--- config.mk ---
export PLATFORM = sky130hd
export DESIGN_NAME = cpu_top
export DESIGN_NICKNAME = d
export VERILOG_FILES = /design/src/hw/cpu_pkg.sv /design/src/hw/cpu_top.sv /design/src/hw/datapath.sv /design/src/hw/hazard_unit.sv /design/src/hw/control_unit.sv /design/src/hw/alu.sv /design/src/hw/register_file.sv
export SDC_FILE = /design/constraint.sdc
export NUM_CORES = 1
export LEC_CHECK = 0
export ABC_CLOCK_PERIOD_IN_PS = 19400
export BUFFER_PORTS_ARGS = -buffer_cell sky130_fd_sc_hd__buf_2
export CORE_MARGIN = 2
export CORE_UTILIZATION = 40
export DETAILED_ROUTE_END_ITERATION = 10
export PLACE_DENSITY_LB_ADDON = 0.08
export SYNTH_ARGS = -nofsm -noshare
export SYNTH_HDL_FRONTEND = slang
export SYNTH_SLANG_ARGS = --single-unit
--- constraint.sdc ---
create_clock -name Clk -period 19.4 [get_ports Clk]
set_input_delay 0.97 -clock Clk [delete_from_list [all_inputs] [get_ports Clk]]
set_output_delay 0.97 -clock Clk [all_outputs]
set_load 0.01 [all_outputs]
--- src/hw/cpu_pkg.sv ---
`default_nettype none

package cpu_pkg;

    typedef logic [15:0] word_t;
    typedef logic [1:0]  reg_addr_t;

    localparam word_t RESET_PC = 16'h0000;

    typedef enum logic [3:0] {
        OP_BNE   = 4'd0,
        OP_BEQ   = 4'd1,
        OP_BGZ   = 4'd2,
        OP_BLZ   = 4'd3,
        OP_ADI   = 4'd4,
        OP_ORI   = 4'd5,
        OP_LHI   = 4'd6,
        OP_LWD   = 4'd7,
        OP_SWD   = 4'd8,
        OP_JMP   = 4'd9,
        OP_JAL   = 4'd10,
        OP_RTYPE = 4'd15
    } opcode_e;

    typedef enum logic [5:0] {
        FN_ADD = 6'd0,
        FN_SUB = 6'd1,
        FN_AND = 6'd2,
        FN_ORR = 6'd3,
        FN_NOT = 6'd4,
        FN_TCP = 6'd5,
        FN_SHL = 6'd6,
        FN_SHR = 6'd7,
        FN_JPR = 6'd25,
        FN_JRL = 6'd26,
        FN_WWD = 6'd28,
        FN_HLT = 6'd29
    } func_e;

    typedef enum logic [3:0] {
        ALU_ADD,
        ALU_SUB,
        ALU_AND,
        ALU_ORR,
        ALU_NOT,
        ALU_TCP,
        ALU_SHL,
        ALU_SHR
    } alu_op_e;

    typedef enum logic [1:0] {
        FWD_REG = 2'd0,
        FWD_MEM = 2'd1,
        FWD_WB  = 2'd2
    } fwd_sel_e;

    // controls grouped by the stage that consumes them
    typedef struct packed {
        logic is_jump_i;
        logic is_jump_r;
        logic is_alu;
        logic alu_src;
        logic is_branch;
    } ex_ctrl_t;

    typedef struct packed {
        logic mem_read;
        logic mem_write;
    } mem_ctrl_t;

    typedef struct packed {
        logic mem_to_reg;
        logic reg_write;
        logic wwd;
    } wb_ctrl_t;

    typedef struct packed {
        logic      reg_dst;
        ex_ctrl_t  ex;
        mem_ctrl_t mem;
        wb_ctrl_t  wb;
    } ctrl_t;

    typedef struct packed {
        word_t instr;
        word_t pc;
        logic  bubble;
    } if_id_t;

    typedef struct packed {
        ex_ctrl_t  ex;
        mem_ctrl_t mem;
        wb_ctrl_t  wb;
        word_t     pc;
        word_t     rs_data;
        word_t     rt_data;
        word_t     imm;
        reg_addr_t rs;
        reg_addr_t rt;
        reg_addr_t rd;
        opcode_e   opcode;
        func_e     func;
        logic      bubble;
        logic      halt;
    } id_ex_t;

    typedef struct packed {
        mem_ctrl_t mem;
        wb_ctrl_t  wb;
        word_t     alu_out;
        word_t     store_data;
        reg_addr_t rd;
        logic      bubble;
        logic      halt;
    } ex_mem_t;

    typedef struct packed {
        wb_ctrl_t  wb;
        word_t     alu_out;
        word_t     read_data;
        reg_addr_t rd;
        logic      bubble;
        logic      halt;
    } mem_wb_t;

endpackage

`default_nettype wire
--- src/hw/cpu_top.sv ---
`timescale 1ns/1ps
`default_nettype none

module cpu_top #(
    parameter cpu_pkg::word_t RESET_PC = cpu_pkg::RESET_PC
) (
    input  wire                 Clk,
    input  wire                 reset,
    output logic                instr_read,
    output cpu_pkg::word_t      instr_addr,
    input  wire cpu_pkg::word_t instr_rdata,
    output logic                data_read,
    output logic                data_write,
    output cpu_pkg::word_t      data_addr,
    output cpu_pkg::word_t      data_wdata,
    input  wire cpu_pkg::word_t data_rdata,
    output cpu_pkg::word_t      num_inst,
    output cpu_pkg::word_t      output_port,
    output logic                halted
);
    import cpu_pkg::*;

    word_t decode_instr;
    ctrl_t ctrl;

    // decode controls return to the datapath in the same cycle
    control_unit u_control_unit (
        .instr (decode_instr),
        .ctrl  (ctrl)
    );

    datapath #(
        .RESET_PC (RESET_PC)
    ) u_datapath (
        .Clk          (Clk),
        .reset        (reset),
        .instr_read   (instr_read),
        .instr_addr   (instr_addr),
        .instr_rdata  (instr_rdata),
        .data_read    (data_read),
        .data_write   (data_write),
        .data_addr    (data_addr),
        .data_wdata   (data_wdata),
        .data_rdata   (data_rdata),
        .num_inst     (num_inst),
        .output_port  (output_port),
        .halted       (halted),
        .decode_instr (decode_instr),
        .ctrl         (ctrl)
    );

endmodule

`default_nettype wire

--- src/hw/datapath.sv ---
`timescale 1ns/1ps
`default_nettype none

module datapath #(
    parameter cpu_pkg::word_t RESET_PC = cpu_pkg::RESET_PC
) (
    input  wire                 Clk,
    input  wire                 reset,
    output logic                instr_read,
    output cpu_pkg::word_t      instr_addr,
    input  wire cpu_pkg::word_t instr_rdata,
    output logic                data_read,
    output logic                data_write,
    output cpu_pkg::word_t      data_addr,
    output cpu_pkg::word_t      data_wdata,
    input  wire cpu_pkg::word_t data_rdata,
    output cpu_pkg::word_t      num_inst,
    output cpu_pkg::word_t      output_port,
    output logic                halted,
    output cpu_pkg::word_t      decode_instr,
    input  wire cpu_pkg::ctrl_t ctrl
);
    import cpu_pkg::*;

    word_t     pc;
    word_t     next_pc;
    word_t     pred_pc;
    logic      halt_pending;
    if_id_t    if_id;
    id_ex_t    id_ex;
    ex_mem_t   ex_mem;
    mem_wb_t   mem_wb;

    opcode_e   id_opcode;
    func_e     id_func;
    reg_addr_t id_rs;
    reg_addr_t id_rt;
    reg_addr_t id_rd;
    word_t     rs_rdata;
    word_t     rt_rdata;
    word_t     id_rs_data;
    word_t     id_rt_data;
    word_t     id_imm;
    logic      id_use_rs;
    logic      id_use_rt;
    logic      id_jump;
    logic      id_halt;
    logic      stall;

    fwd_sel_e  fwd_a;
    fwd_sel_e  fwd_b;
    word_t     ex_rs_data;
    word_t     ex_rt_data;
    word_t     alu_a;
    word_t     alu_b;
    word_t     alu_result;
    word_t     ex_result;
    logic      ex_link;
    logic      bcond;
    logic      ex_mispredict;
    logic      ex_jump_r;
    logic      ex_redirect;
    word_t     wb_data;

    assign instr_read = !halted;
    assign instr_addr = pc;

    // opcodes 0 to 3 are branches and are predicted taken
    assign pred_pc = (instr_rdata[15:14] == 2'b00)
                   ? pc + 16'd1 + {{8{instr_rdata[7]}}, instr_rdata[7:0]}
                   : pc + 16'd1;

    always_comb begin
        if (stall || halt_pending) begin
            next_pc = pc;
        end else if (ex_jump_r) begin
            next_pc = ex_rs_data;
        end else if (ex_mispredict) begin
            next_pc = id_ex.pc + 16'd1;
        end else if (id_jump) begin
            next_pc = {if_id.pc[15:12], if_id.instr[11:0]};
        end else if (id_halt) begin
            next_pc = pc;
        end else begin
            next_pc = pred_pc;
        end
    end

    assign decode_instr = if_id.instr;
    assign id_opcode    = opcode_e'(if_id.instr[15:12]);
    assign id_func      = func_e'(if_id.instr[5:0]);
    assign id_rs        = if_id.instr[11:10];
    assign id_rt        = if_id.instr[9:8];

    // JAL and JRL link into register 2
    assign id_rd = ((ctrl.ex.is_jump_i || ctrl.ex.is_jump_r) && ctrl.wb.reg_write) ? 2'd2
                 : ctrl.reg_dst ? if_id.instr[7:6] : id_rt;

    assign id_imm = (id_opcode == OP_ORI) ? {8'h00, if_id.instr[7:0]}
                  : {{8{if_id.instr[7]}}, if_id.instr[7:0]};

    assign id_halt = !if_id.bubble && id_opcode == OP_RTYPE && id_func == FN_HLT;
    assign id_jump = !if_id.bubble && ctrl.ex.is_jump_i;

    assign id_use_rs = !if_id.bubble && !id_halt
                    && !(id_opcode inside {OP_LHI, OP_JMP, OP_JAL});
    assign id_use_rt = !if_id.bubble
                    && (id_opcode inside {OP_BNE, OP_BEQ, OP_SWD}
                        || (id_opcode == OP_RTYPE
                            && id_func inside {FN_ADD, FN_SUB, FN_AND, FN_ORR}));

    // bypass the register being written back this cycle
    assign id_rs_data = (mem_wb.wb.reg_write && mem_wb.rd == id_rs) ? wb_data : rs_rdata;
    assign id_rt_data = (mem_wb.wb.reg_write && mem_wb.rd == id_rt) ? wb_data : rt_rdata;

    register_file u_register_file (
        .Clk     (Clk),
        .reset   (reset),
        .rs_addr (id_rs),
        .rt_addr (id_rt),
        .wr_addr (mem_wb.rd),
        .wr_data (wb_data),
        .wr_en   (mem_wb.wb.reg_write),
        .rs_data (rs_rdata),
        .rt_data (rt_rdata)
    );

    hazard_unit u_hazard_unit (
        .id_rs         (id_rs),
        .id_rt         (id_rt),
        .id_use_rs     (id_use_rs),
        .id_use_rt     (id_use_rt),
        .ex_rs         (id_ex.rs),
        .ex_rt         (id_ex.rt),
        .ex_rd         (id_ex.rd),
        .ex_mem_read   (id_ex.mem.mem_read),
        .mem_rd        (ex_mem.rd),
        .wb_rd         (mem_wb.rd),
        .mem_reg_write (ex_mem.wb.reg_write),
        .wb_reg_write  (mem_wb.wb.reg_write),
        .fwd_a         (fwd_a),
        .fwd_b         (fwd_b),
        .stall         (stall)
    );

    function automatic word_t forward(input fwd_sel_e sel, input word_t reg_value);
        case (sel)
            FWD_MEM: return ex_mem.alu_out;
            FWD_WB:  return wb_data;
            default: return reg_value;
        endcase
    endfunction

    always_comb begin
        ex_rs_data = forward(fwd_a, id_ex.rs_data);
        ex_rt_data = forward(fwd_b, id_ex.rt_data);
    end

    // link value is pc+1 computed by the ALU
    assign ex_link = (id_ex.ex.is_jump_i || id_ex.ex.is_jump_r) && id_ex.wb.reg_write;
    assign alu_a   = ex_link ? id_ex.pc : ex_rs_data;

    always_comb begin
        if (ex_link) begin
            alu_b = 16'd1;
        end else if (id_ex.ex.alu_src) begin
            alu_b = id_ex.imm;
        end else if (id_ex.wb.wwd || id_ex.opcode inside {OP_BGZ, OP_BLZ}) begin
            alu_b = 16'd0;
        end else begin
            alu_b = ex_rt_data;
        end
    end

    alu u_alu (
        .a      (alu_a),
        .b      (alu_b),
        .opcode (id_ex.opcode),
        .func   (id_ex.func),
        .is_alu (id_ex.ex.is_alu),
        .result (alu_result)
    );

    always_comb begin
        case (id_ex.opcode)
            OP_BNE:  bcond = alu_result != 16'd0;
            OP_BEQ:  bcond = alu_result == 16'd0;
            OP_BGZ:  bcond = !alu_result[15] && alu_result != 16'd0;
            default: bcond = alu_result[15];
        endcase
    end

    assign ex_mispredict = !id_ex.bubble && id_ex.ex.is_branch && !bcond;
    assign ex_jump_r     = !id_ex.bubble && id_ex.ex.is_jump_r;
    assign ex_redirect   = ex_mispredict || ex_jump_r;
    assign ex_result     = (id_ex.opcode == OP_LHI) ? {id_ex.imm[7:0], 8'h00} : alu_result;

    assign data_read  = ex_mem.mem.mem_read;
    assign data_write = ex_mem.mem.mem_write;
    assign data_addr  = ex_mem.alu_out;
    assign data_wdata = ex_mem.store_data;

    assign wb_data = mem_wb.wb.mem_to_reg ? mem_wb.read_data : mem_wb.alu_out;

    always_ff @(posedge Clk) begin
        if (reset) begin
            pc           <= RESET_PC;
            halt_pending <= 1'b0;
            if_id.bubble <= 1'b1;
        end else begin
            pc <= next_pc;
            // nothing younger than a committed HLT enters decode
            if (id_halt && !ex_redirect) begin
                halt_pending <= 1'b1;
            end
            if (!stall) begin
                if (ex_redirect || id_jump || id_halt || halt_pending) begin
                    if_id.bubble <= 1'b1;
                end else begin
                    if_id.instr  <= instr_rdata;
                    if_id.pc     <= pc;
                    if_id.bubble <= 1'b0;
                end
            end
        end
    end

    always_ff @(posedge Clk) begin
        if (reset || stall || ex_redirect || if_id.bubble) begin
            id_ex.ex     <= '0;
            id_ex.mem    <= '0;
            id_ex.wb     <= '0;
            id_ex.bubble <= 1'b1;
            id_ex.halt   <= 1'b0;
        end else begin
            id_ex.ex      <= ctrl.ex;
            id_ex.mem     <= ctrl.mem;
            id_ex.wb      <= ctrl.wb;
            id_ex.pc      <= if_id.pc;
            id_ex.rs_data <= id_rs_data;
            id_ex.rt_data <= id_rt_data;
            id_ex.imm     <= id_imm;
            id_ex.rs      <= id_rs;
            id_ex.rt      <= id_rt;
            id_ex.rd      <= id_rd;
            id_ex.opcode  <= id_opcode;
            id_ex.func    <= id_func;
            id_ex.bubble  <= 1'b0;
            id_ex.halt    <= id_halt;
        end
    end

    always_ff @(posedge Clk) begin
        if (reset) begin
            ex_mem.mem    <= '0;
            ex_mem.wb     <= '0;
            ex_mem.bubble <= 1'b1;
            ex_mem.halt   <= 1'b0;
            mem_wb.wb     <= '0;
            mem_wb.bubble <= 1'b1;
            mem_wb.halt   <= 1'b0;
        end else begin
            ex_mem.mem        <= id_ex.mem;
            ex_mem.wb         <= id_ex.wb;
            ex_mem.alu_out    <= ex_result;
            ex_mem.store_data <= ex_rt_data;
            ex_mem.rd         <= id_ex.rd;
            ex_mem.bubble     <= id_ex.bubble;
            ex_mem.halt       <= id_ex.halt;
            mem_wb.wb         <= ex_mem.wb;
            mem_wb.alu_out    <= ex_mem.alu_out;
            mem_wb.read_data  <= data_rdata;
            mem_wb.rd         <= ex_mem.rd;
            mem_wb.bubble     <= ex_mem.bubble;
            mem_wb.halt       <= ex_mem.halt;
        end
    end

    // retirement
    always_ff @(posedge Clk) begin
        if (reset) begin
            num_inst    <= '0;
            output_port <= '0;
            halted      <= 1'b0;
        end else if (!mem_wb.bubble) begin
            num_inst <= num_inst + 16'd1;
            if (mem_wb.wb.wwd) begin
                output_port <= mem_wb.alu_out;
            end
            if (mem_wb.halt) begin
                halted <= 1'b1;
            end
        end
    end

endmodule

`default_nettype wire

--- src/hw/hazard_unit.sv ---
`timescale 1ns/1ps
`default_nettype none

module hazard_unit (
    input  wire cpu_pkg::reg_addr_t id_rs,
    input  wire cpu_pkg::reg_addr_t id_rt,
    input  wire                     id_use_rs,
    input  wire                     id_use_rt,
    input  wire cpu_pkg::reg_addr_t ex_rs,
    input  wire cpu_pkg::reg_addr_t ex_rt,
    input  wire cpu_pkg::reg_addr_t ex_rd,
    input  wire                     ex_mem_read,
    input  wire cpu_pkg::reg_addr_t mem_rd,
    input  wire cpu_pkg::reg_addr_t wb_rd,
    input  wire                     mem_reg_write,
    input  wire                     wb_reg_write,
    output cpu_pkg::fwd_sel_e       fwd_a,
    output cpu_pkg::fwd_sel_e       fwd_b,
    output logic                    stall
);
    import cpu_pkg::*;

    // the newer result in memory wins over write-back
    function automatic fwd_sel_e select(input reg_addr_t src);
        if (mem_reg_write && mem_rd == src) begin
            return FWD_MEM;
        end
        if (wb_reg_write && wb_rd == src) begin
            return FWD_WB;
        end
        return FWD_REG;
    endfunction

    always_comb begin
        fwd_a = select(ex_rs);
        fwd_b = select(ex_rt);
    end

    // load data only exists after memory, so a dependent decode waits a cycle
    assign stall = ex_mem_read
                && ((id_use_rs && id_rs == ex_rd) || (id_use_rt && id_rt == ex_rd));

endmodule

`default_nettype wire

--- src/hw/control_unit.sv ---
`timescale 1ns/1ps
`default_nettype none

module control_unit (
    input  wire cpu_pkg::word_t instr,
    output cpu_pkg::ctrl_t      ctrl
);
    import cpu_pkg::*;

    opcode_e opcode;
    func_e   func;

    assign opcode = opcode_e'(instr[15:12]);
    assign func   = func_e'(instr[5:0]);

    always_comb begin
        ctrl = '0;
        case (opcode)
            OP_BNE, OP_BEQ, OP_BGZ, OP_BLZ: begin
                ctrl.ex.is_branch = 1'b1;
            end
            OP_ADI, OP_ORI, OP_LHI: begin
                ctrl.ex.alu_src   = 1'b1;
                ctrl.wb.reg_write = 1'b1;
            end
            OP_LWD: begin
                ctrl.ex.alu_src    = 1'b1;
                ctrl.mem.mem_read  = 1'b1;
                ctrl.wb.mem_to_reg = 1'b1;
                ctrl.wb.reg_write  = 1'b1;
            end
            OP_SWD: begin
                ctrl.ex.alu_src    = 1'b1;
                ctrl.mem.mem_write = 1'b1;
            end
            OP_JMP: begin
                ctrl.ex.is_jump_i = 1'b1;
            end
            OP_JAL: begin
                ctrl.ex.is_jump_i = 1'b1;
                ctrl.wb.reg_write = 1'b1;
            end
            OP_RTYPE: begin
                case (func)
                    FN_ADD, FN_SUB, FN_AND, FN_ORR, FN_NOT, FN_TCP, FN_SHL, FN_SHR: begin
                        ctrl.reg_dst      = 1'b1;
                        ctrl.ex.is_alu    = 1'b1;
                        ctrl.wb.reg_write = 1'b1;
                    end
                    FN_WWD: ctrl.wb.wwd = 1'b1;
                    FN_JPR: ctrl.ex.is_jump_r = 1'b1;
                    FN_JRL: begin
                        ctrl.ex.is_jump_r = 1'b1;
                        ctrl.wb.reg_write = 1'b1;
                    end
                    // HLT is recognised in the datapath
                    default: ;
                endcase
            end
            default: ;
        endcase
    end

endmodule

`default_nettype wire

--- src/hw/alu.sv ---
`timescale 1ns/1ps
`default_nettype none

module alu (
    input  wire cpu_pkg::word_t   a,
    input  wire cpu_pkg::word_t   b,
    input  wire cpu_pkg::opcode_e opcode,
    input  wire cpu_pkg::func_e   func,
    input  wire                   is_alu,
    output cpu_pkg::word_t        result
);
    import cpu_pkg::*;

    alu_op_e op;

    always_comb begin
        if (is_alu) begin
            case (func)
                FN_SUB:  op = ALU_SUB;
                FN_AND:  op = ALU_AND;
                FN_ORR:  op = ALU_ORR;
                FN_NOT:  op = ALU_NOT;
                FN_TCP:  op = ALU_TCP;
                FN_SHL:  op = ALU_SHL;
                FN_SHR:  op = ALU_SHR;
                default: op = ALU_ADD;
            endcase
        end else begin
            // branches compare by subtraction, addresses and links add
            case (opcode)
                OP_BNE, OP_BEQ, OP_BGZ, OP_BLZ: op = ALU_SUB;
                OP_ORI:  op = ALU_ORR;
                default: op = ALU_ADD;
            endcase
        end
    end

    always_comb begin
        case (op)
            ALU_SUB: result = a - b;
            ALU_AND: result = a & b;
            ALU_ORR: result = a | b;
            ALU_NOT: result = ~a;
            ALU_TCP: result = ~a + 16'd1;
            ALU_SHL: result = {a[14:0], 1'b0};
            // arithmetic shift
            ALU_SHR: result = {a[15], a[15:1]};
            default: result = a + b;
        endcase
    end

endmodule

`default_nettype wire

--- src/hw/register_file.sv ---
`timescale 1ns/1ps
`default_nettype none

module register_file (
    input  wire                     Clk,
    input  wire                     reset,
    input  wire cpu_pkg::reg_addr_t rs_addr,
    input  wire cpu_pkg::reg_addr_t rt_addr,
    input  wire cpu_pkg::reg_addr_t wr_addr,
    input  wire cpu_pkg::word_t     wr_data,
    input  wire                     wr_en,
    output cpu_pkg::word_t          rs_data,
    output cpu_pkg::word_t          rt_data
);
    import cpu_pkg::*;

    word_t regs [4];

    // old value on a same-cycle write
    assign rs_data = regs[rs_addr];
    assign rt_data = regs[rt_addr];

    always_ff @(posedge Clk) begin
        if (reset) begin
            for (int i = 0; i < 4; i++) begin
                regs[i] <= '0;
            end
        end else if (wr_en) begin
            regs[wr_addr] <= wr_data;
        end
    end

endmodule

`default_nettype wire

==> flow_summary.toml <==
[logic_synthesis]
syn-cell-area_sq_um = 18120
synth_nets = 1829
ys_types = 105
synthCells = 1756
synth_top_area_share_pct = 38.28
yosys_register_bits = 304
synthTopCellsByArea = "edfxtp_1 38%, dfxtp_1 8.1%, mux4_2 4.0%"
ys_seq_area_share_pct = 46.34
synth-async-reset-ratio_pct = 0
synth.avg_cell_area_sq_um = 10.32
yosys.area.top_type = "edfxtp_1"
synth_edf_count = 231
yosysWarningCount = 0
synth_ff_type = "edfxtp_1"

[timing]
slew_viol_final = 0
fin_ws_ns = 9.576
tns_ns = 0
max_freq_mhz = 101.8
post-route-min-period_ns = 9.824
tightest_slew_ns = 1.199
hold_viol = 0
post-route-period-util_pct = 50.64
rsz0062_at_grt = "no"
slew_headroom_pct = 19.88
finalSetupViolCount = 0
skew_ns = 0.03085

[place]
place_ws_ns = 9.686
gp_congestion = 0.9305
port_buffers = 117
placedInstanceArea_sq_um = 18980
hpwl_um = 44980

[critical_path]
endpoint_kind = "flip-flop"
critPathLaunch = "u_datapath.ex_mem[37]$_SDFF_PP0_"
regToRegSetupSlack_ns = 9.58
path_class = "reg -> reg"
arrival_ns = 10.00
critPathMaxFanout = 37
crit_required_ns = 19.58
ff2ff_path_depth = 22
start_kind = "flip-flop"
reg2reg_to = "u_datapath.id_ex[36]$_DFFE_PN_"
worst_r2r_startpoint = "u_datapath.ex_mem[37]$_SDFF_PP0_"

[cts]
cts_tree = "done"
clk_latency_ns = 0.55
clock_sinks = 304
cts_hold_buf = 0
cts_setup_buffers = 0
htree_levels = 2
cts_buffers = 35
root_buffer = "clkbuf_16"
cts.path.max_buffers = 3
postCtsResizedCells = 0
path_clk_slew_ns = 0.06

[die]
initial_utilization_pct = 40.72
die_x_um = 216.9
dieHeight_um = 216.9
core_sq_um = 44510
dieArea_sq_um = 47020
row_count = 77
num_io_pins = 118

[worst_hold_path]
hp-class = "reg -> reg"
hold_depth = 0
min_from = "u_datapath.if_id[12]$_DFFE_PP_"
worstHoldEndpoint = "u_datapath.id_ex[77]$_DFFE_PN_"

[final_layout]
finalNetCount = 1869
area_growth_pct = 10.98
insertedDiodeCount = 0
drive_gt1_share_pct = 17.79
fin_area_sq_um = 20110

[global_route]
grt_pass1_vias = 13750
antenna_found_initial = 3
overflow = 0
grt_usage_pct = 25.88
grt_max_degree = 71
grt_pass1_wl_um = 90960

[route]
drtIter0Drc = 1440
ant_nets = 0
drt-total-wl_um = 61430
wl_per_cell_um = 25.46
drt_pass1_iterations = 5
routed_via_density = 6.011
route.detailed.drc = 0
via_count = 14510

[pwr]
leakage_nw = 7.221
finalPower_w = 0.001810
irDropWorstVdd_uv = 68.11
powerDensity_nw_per_um2 = 90.00

[status]
status = "complete, no violations"

[job]
maxCapViolCount = 0
critical path, cell delays in order, from the launching register on:
cell,delay [ns]
dfxtp_1,0.66
inv_1,0.23
nor3_4,0.84
o21ai_0,0.34
o22ai_1,0.47
ha_1,0.27
nand3_1,0.13
nor4_1,0.63
a21oi_1,0.18
xnor2_1,0.17
ha_1,0.39
a21oi_1,0.14
o21ai_1,0.14
o41a_1,0.37
o41a_1,0.43
mux2i_1,0.16
mux2_2,0.29
or4b_1,0.56
o31ai_4,0.59
or3_1,0.62
nand4_1,0.53
inv_2,0.71
buf_4,0.58
synth_stat cells, types with 13 or more instances:
| library cell | instances |
|---|---|
| nor2_1 | 191 |
| nor3_1 | 30 |
| mux2_2 | 36 |
| edfxtp_1 | 231 |
| dfxtp_1 | 73 |
| a21oi_1 | 102 |
| o22ai_1 | 13 |
| mux4_2 | 32 |
| o31ai_1 | 20 |
| buf_4 | 35 |
| ha_1 | 37 |
| xor2_1 | 46 |
| clkbuf_1 | 78 |
| mux2i_1 | 21 |
| xnor2_1 | 50 |
| and3_1 | 14 |
| nor2b_1 | 29 |
| nor4_1 | 29 |
| and2_1 | 16 |
| a31oi_1 | 36 |
| nand4_1 | 29 |
| o211ai_1 | 14 |
| nand2_1 | 150 |
| nand3_1 | 44 |
| nand2b_1 | 19 |
| a211oi_1 | 22 |
| and4_1 | 18 |
| inv_1 | 31 |
| a21o_1 | 13 |
| buf_2 | 14 |
| o21ai_0 | 53 |
routing by layer:
metal	vias to the layer above	GRT usage (%)	routed length, um
met5	-	0	0
met4	0	10.41	2386
met3	118	4.277	4209
met2	596	39.27	26900
met1	7088	36.86	27930
li1	6703	-	-
logic make-up (layout without fill, tap and decap cells):
logic type | Yosys count | count (layout) | share of synthesized area (%)
XOR/XNOR | 98 | 98 | 4.819
multiplexers | 94 | 94 | 7.802
flip-flops | 304 | 304 | 46.34
AND/OR/NAND/NOR | 616 | 616 | 16.79
buffers and inverters | 179 | 244 | 4.819
AO/OA/AOI/OAI | 426 | 426 | 16.65
adder cells (fa/ha/maj) | 39 | 39 | 2.775
cells in the final DEF, fill, tap and decap left out, types with 16 or more instances in the layout:
master     count
clkbuf_16     35
dfxtp_1       73
nand2b_1      19
xnor2_1       48
buf_4         32
edfxtp_1     231
nand3_1       44
nor2_1       191
a211oi_1      22
xor2_1        46
nor3_1        30
a21oi_1      102
ha_1          37
mux4_2        32
a31oi_1       36
nor2b_1       28
o31ai_1       20
buf_2        117
nor4_1        28
mux2_2        36
and4_1        18
and2_1        16
nand2_1      150
o21ai_0       52
inv_1         30
mux2i_1       21
nand4_1       29
metrics by stage:
| step | instances | hold WS (ns) | util, % |
|---|---|---|---|
| after floorplan | 1756 | 0.3895 | - |
| after global placement | 2351 | 0.3959 | 42.64 |
| after detailed placement | 2351 | 0.4045 | 42.64 |
| after CTS | 2413 | 0.4159 | 45.18 |
| after global routing | 2413 | 0.4273 | 45.18 |
| final | 2413 | 0.4158 | 45.18 |
how the worst max path moves through the flow:
| stage | end | depth (start not counted) | slack [ns] |
|---|---|---|---|
| finish | u_datapath.id_ex[36]$_DFFE_PN_ | 22 | 9.58 |
| global route | u_datapath.id_ex[14]$_DFFE_PN_ | 22 | 8.77 |
| CTS | u_datapath.id_ex[52]$_DFFE_PN_ | 22 | 9.67 |
| detailed placement | u_datapath.id_ex[55]$_DFFE_PN_ | 22 | 9.69 |
| global placement | u_datapath.id_ex[50]$_DFFE_PN_ | 22 | 10.07 |
| floorplan | u_datapath.decode_instr[0]$_DFFE_PP_ | 20 | 10.54 |
report_power, final:
part / internal (W) / leakage [nW] / switching, W
Sequential: 0.000755 / 2.87 / 0.0000608
Clock: 0.000396 / 0.562 / 0.000266
Combinational: 0.000127 / 3.79 / 0.000205
Total: 0.00128 / 7.22 / 0.000532
state kept, by name, summed over array words and instances, names as in the netlist:
register and flops:
u_datapath.data_addr 16, u_datapath.data_read 1, u_datapath.data_wdata 16, u_datapath.data_write 1, u_datapath.decode_instr 16, u_datapath.ex_mem 6
u_datapath.halt_pending 1, u_datapath.halted 1, u_datapath.id_ex 78, u_datapath.if_id 17, u_datapath.instr_addr 16, u_datapath.mem_wb 39
u_datapath.num_inst 16, u_datapath.output_port 16, u_datapath.u_register_file.regs 64
area by class of cell:
type	instances	area, sq um
fill	4300	24400
multi-input combinational	1273	8889
sequential	304	8398
clock buffer	42	932.1
timing repair buffer	149	825.8
tap	592	740.7
clock inverter	20	202.7
inverter	33	123.9
Note: power is estimated with default switching activity, not from simulation.
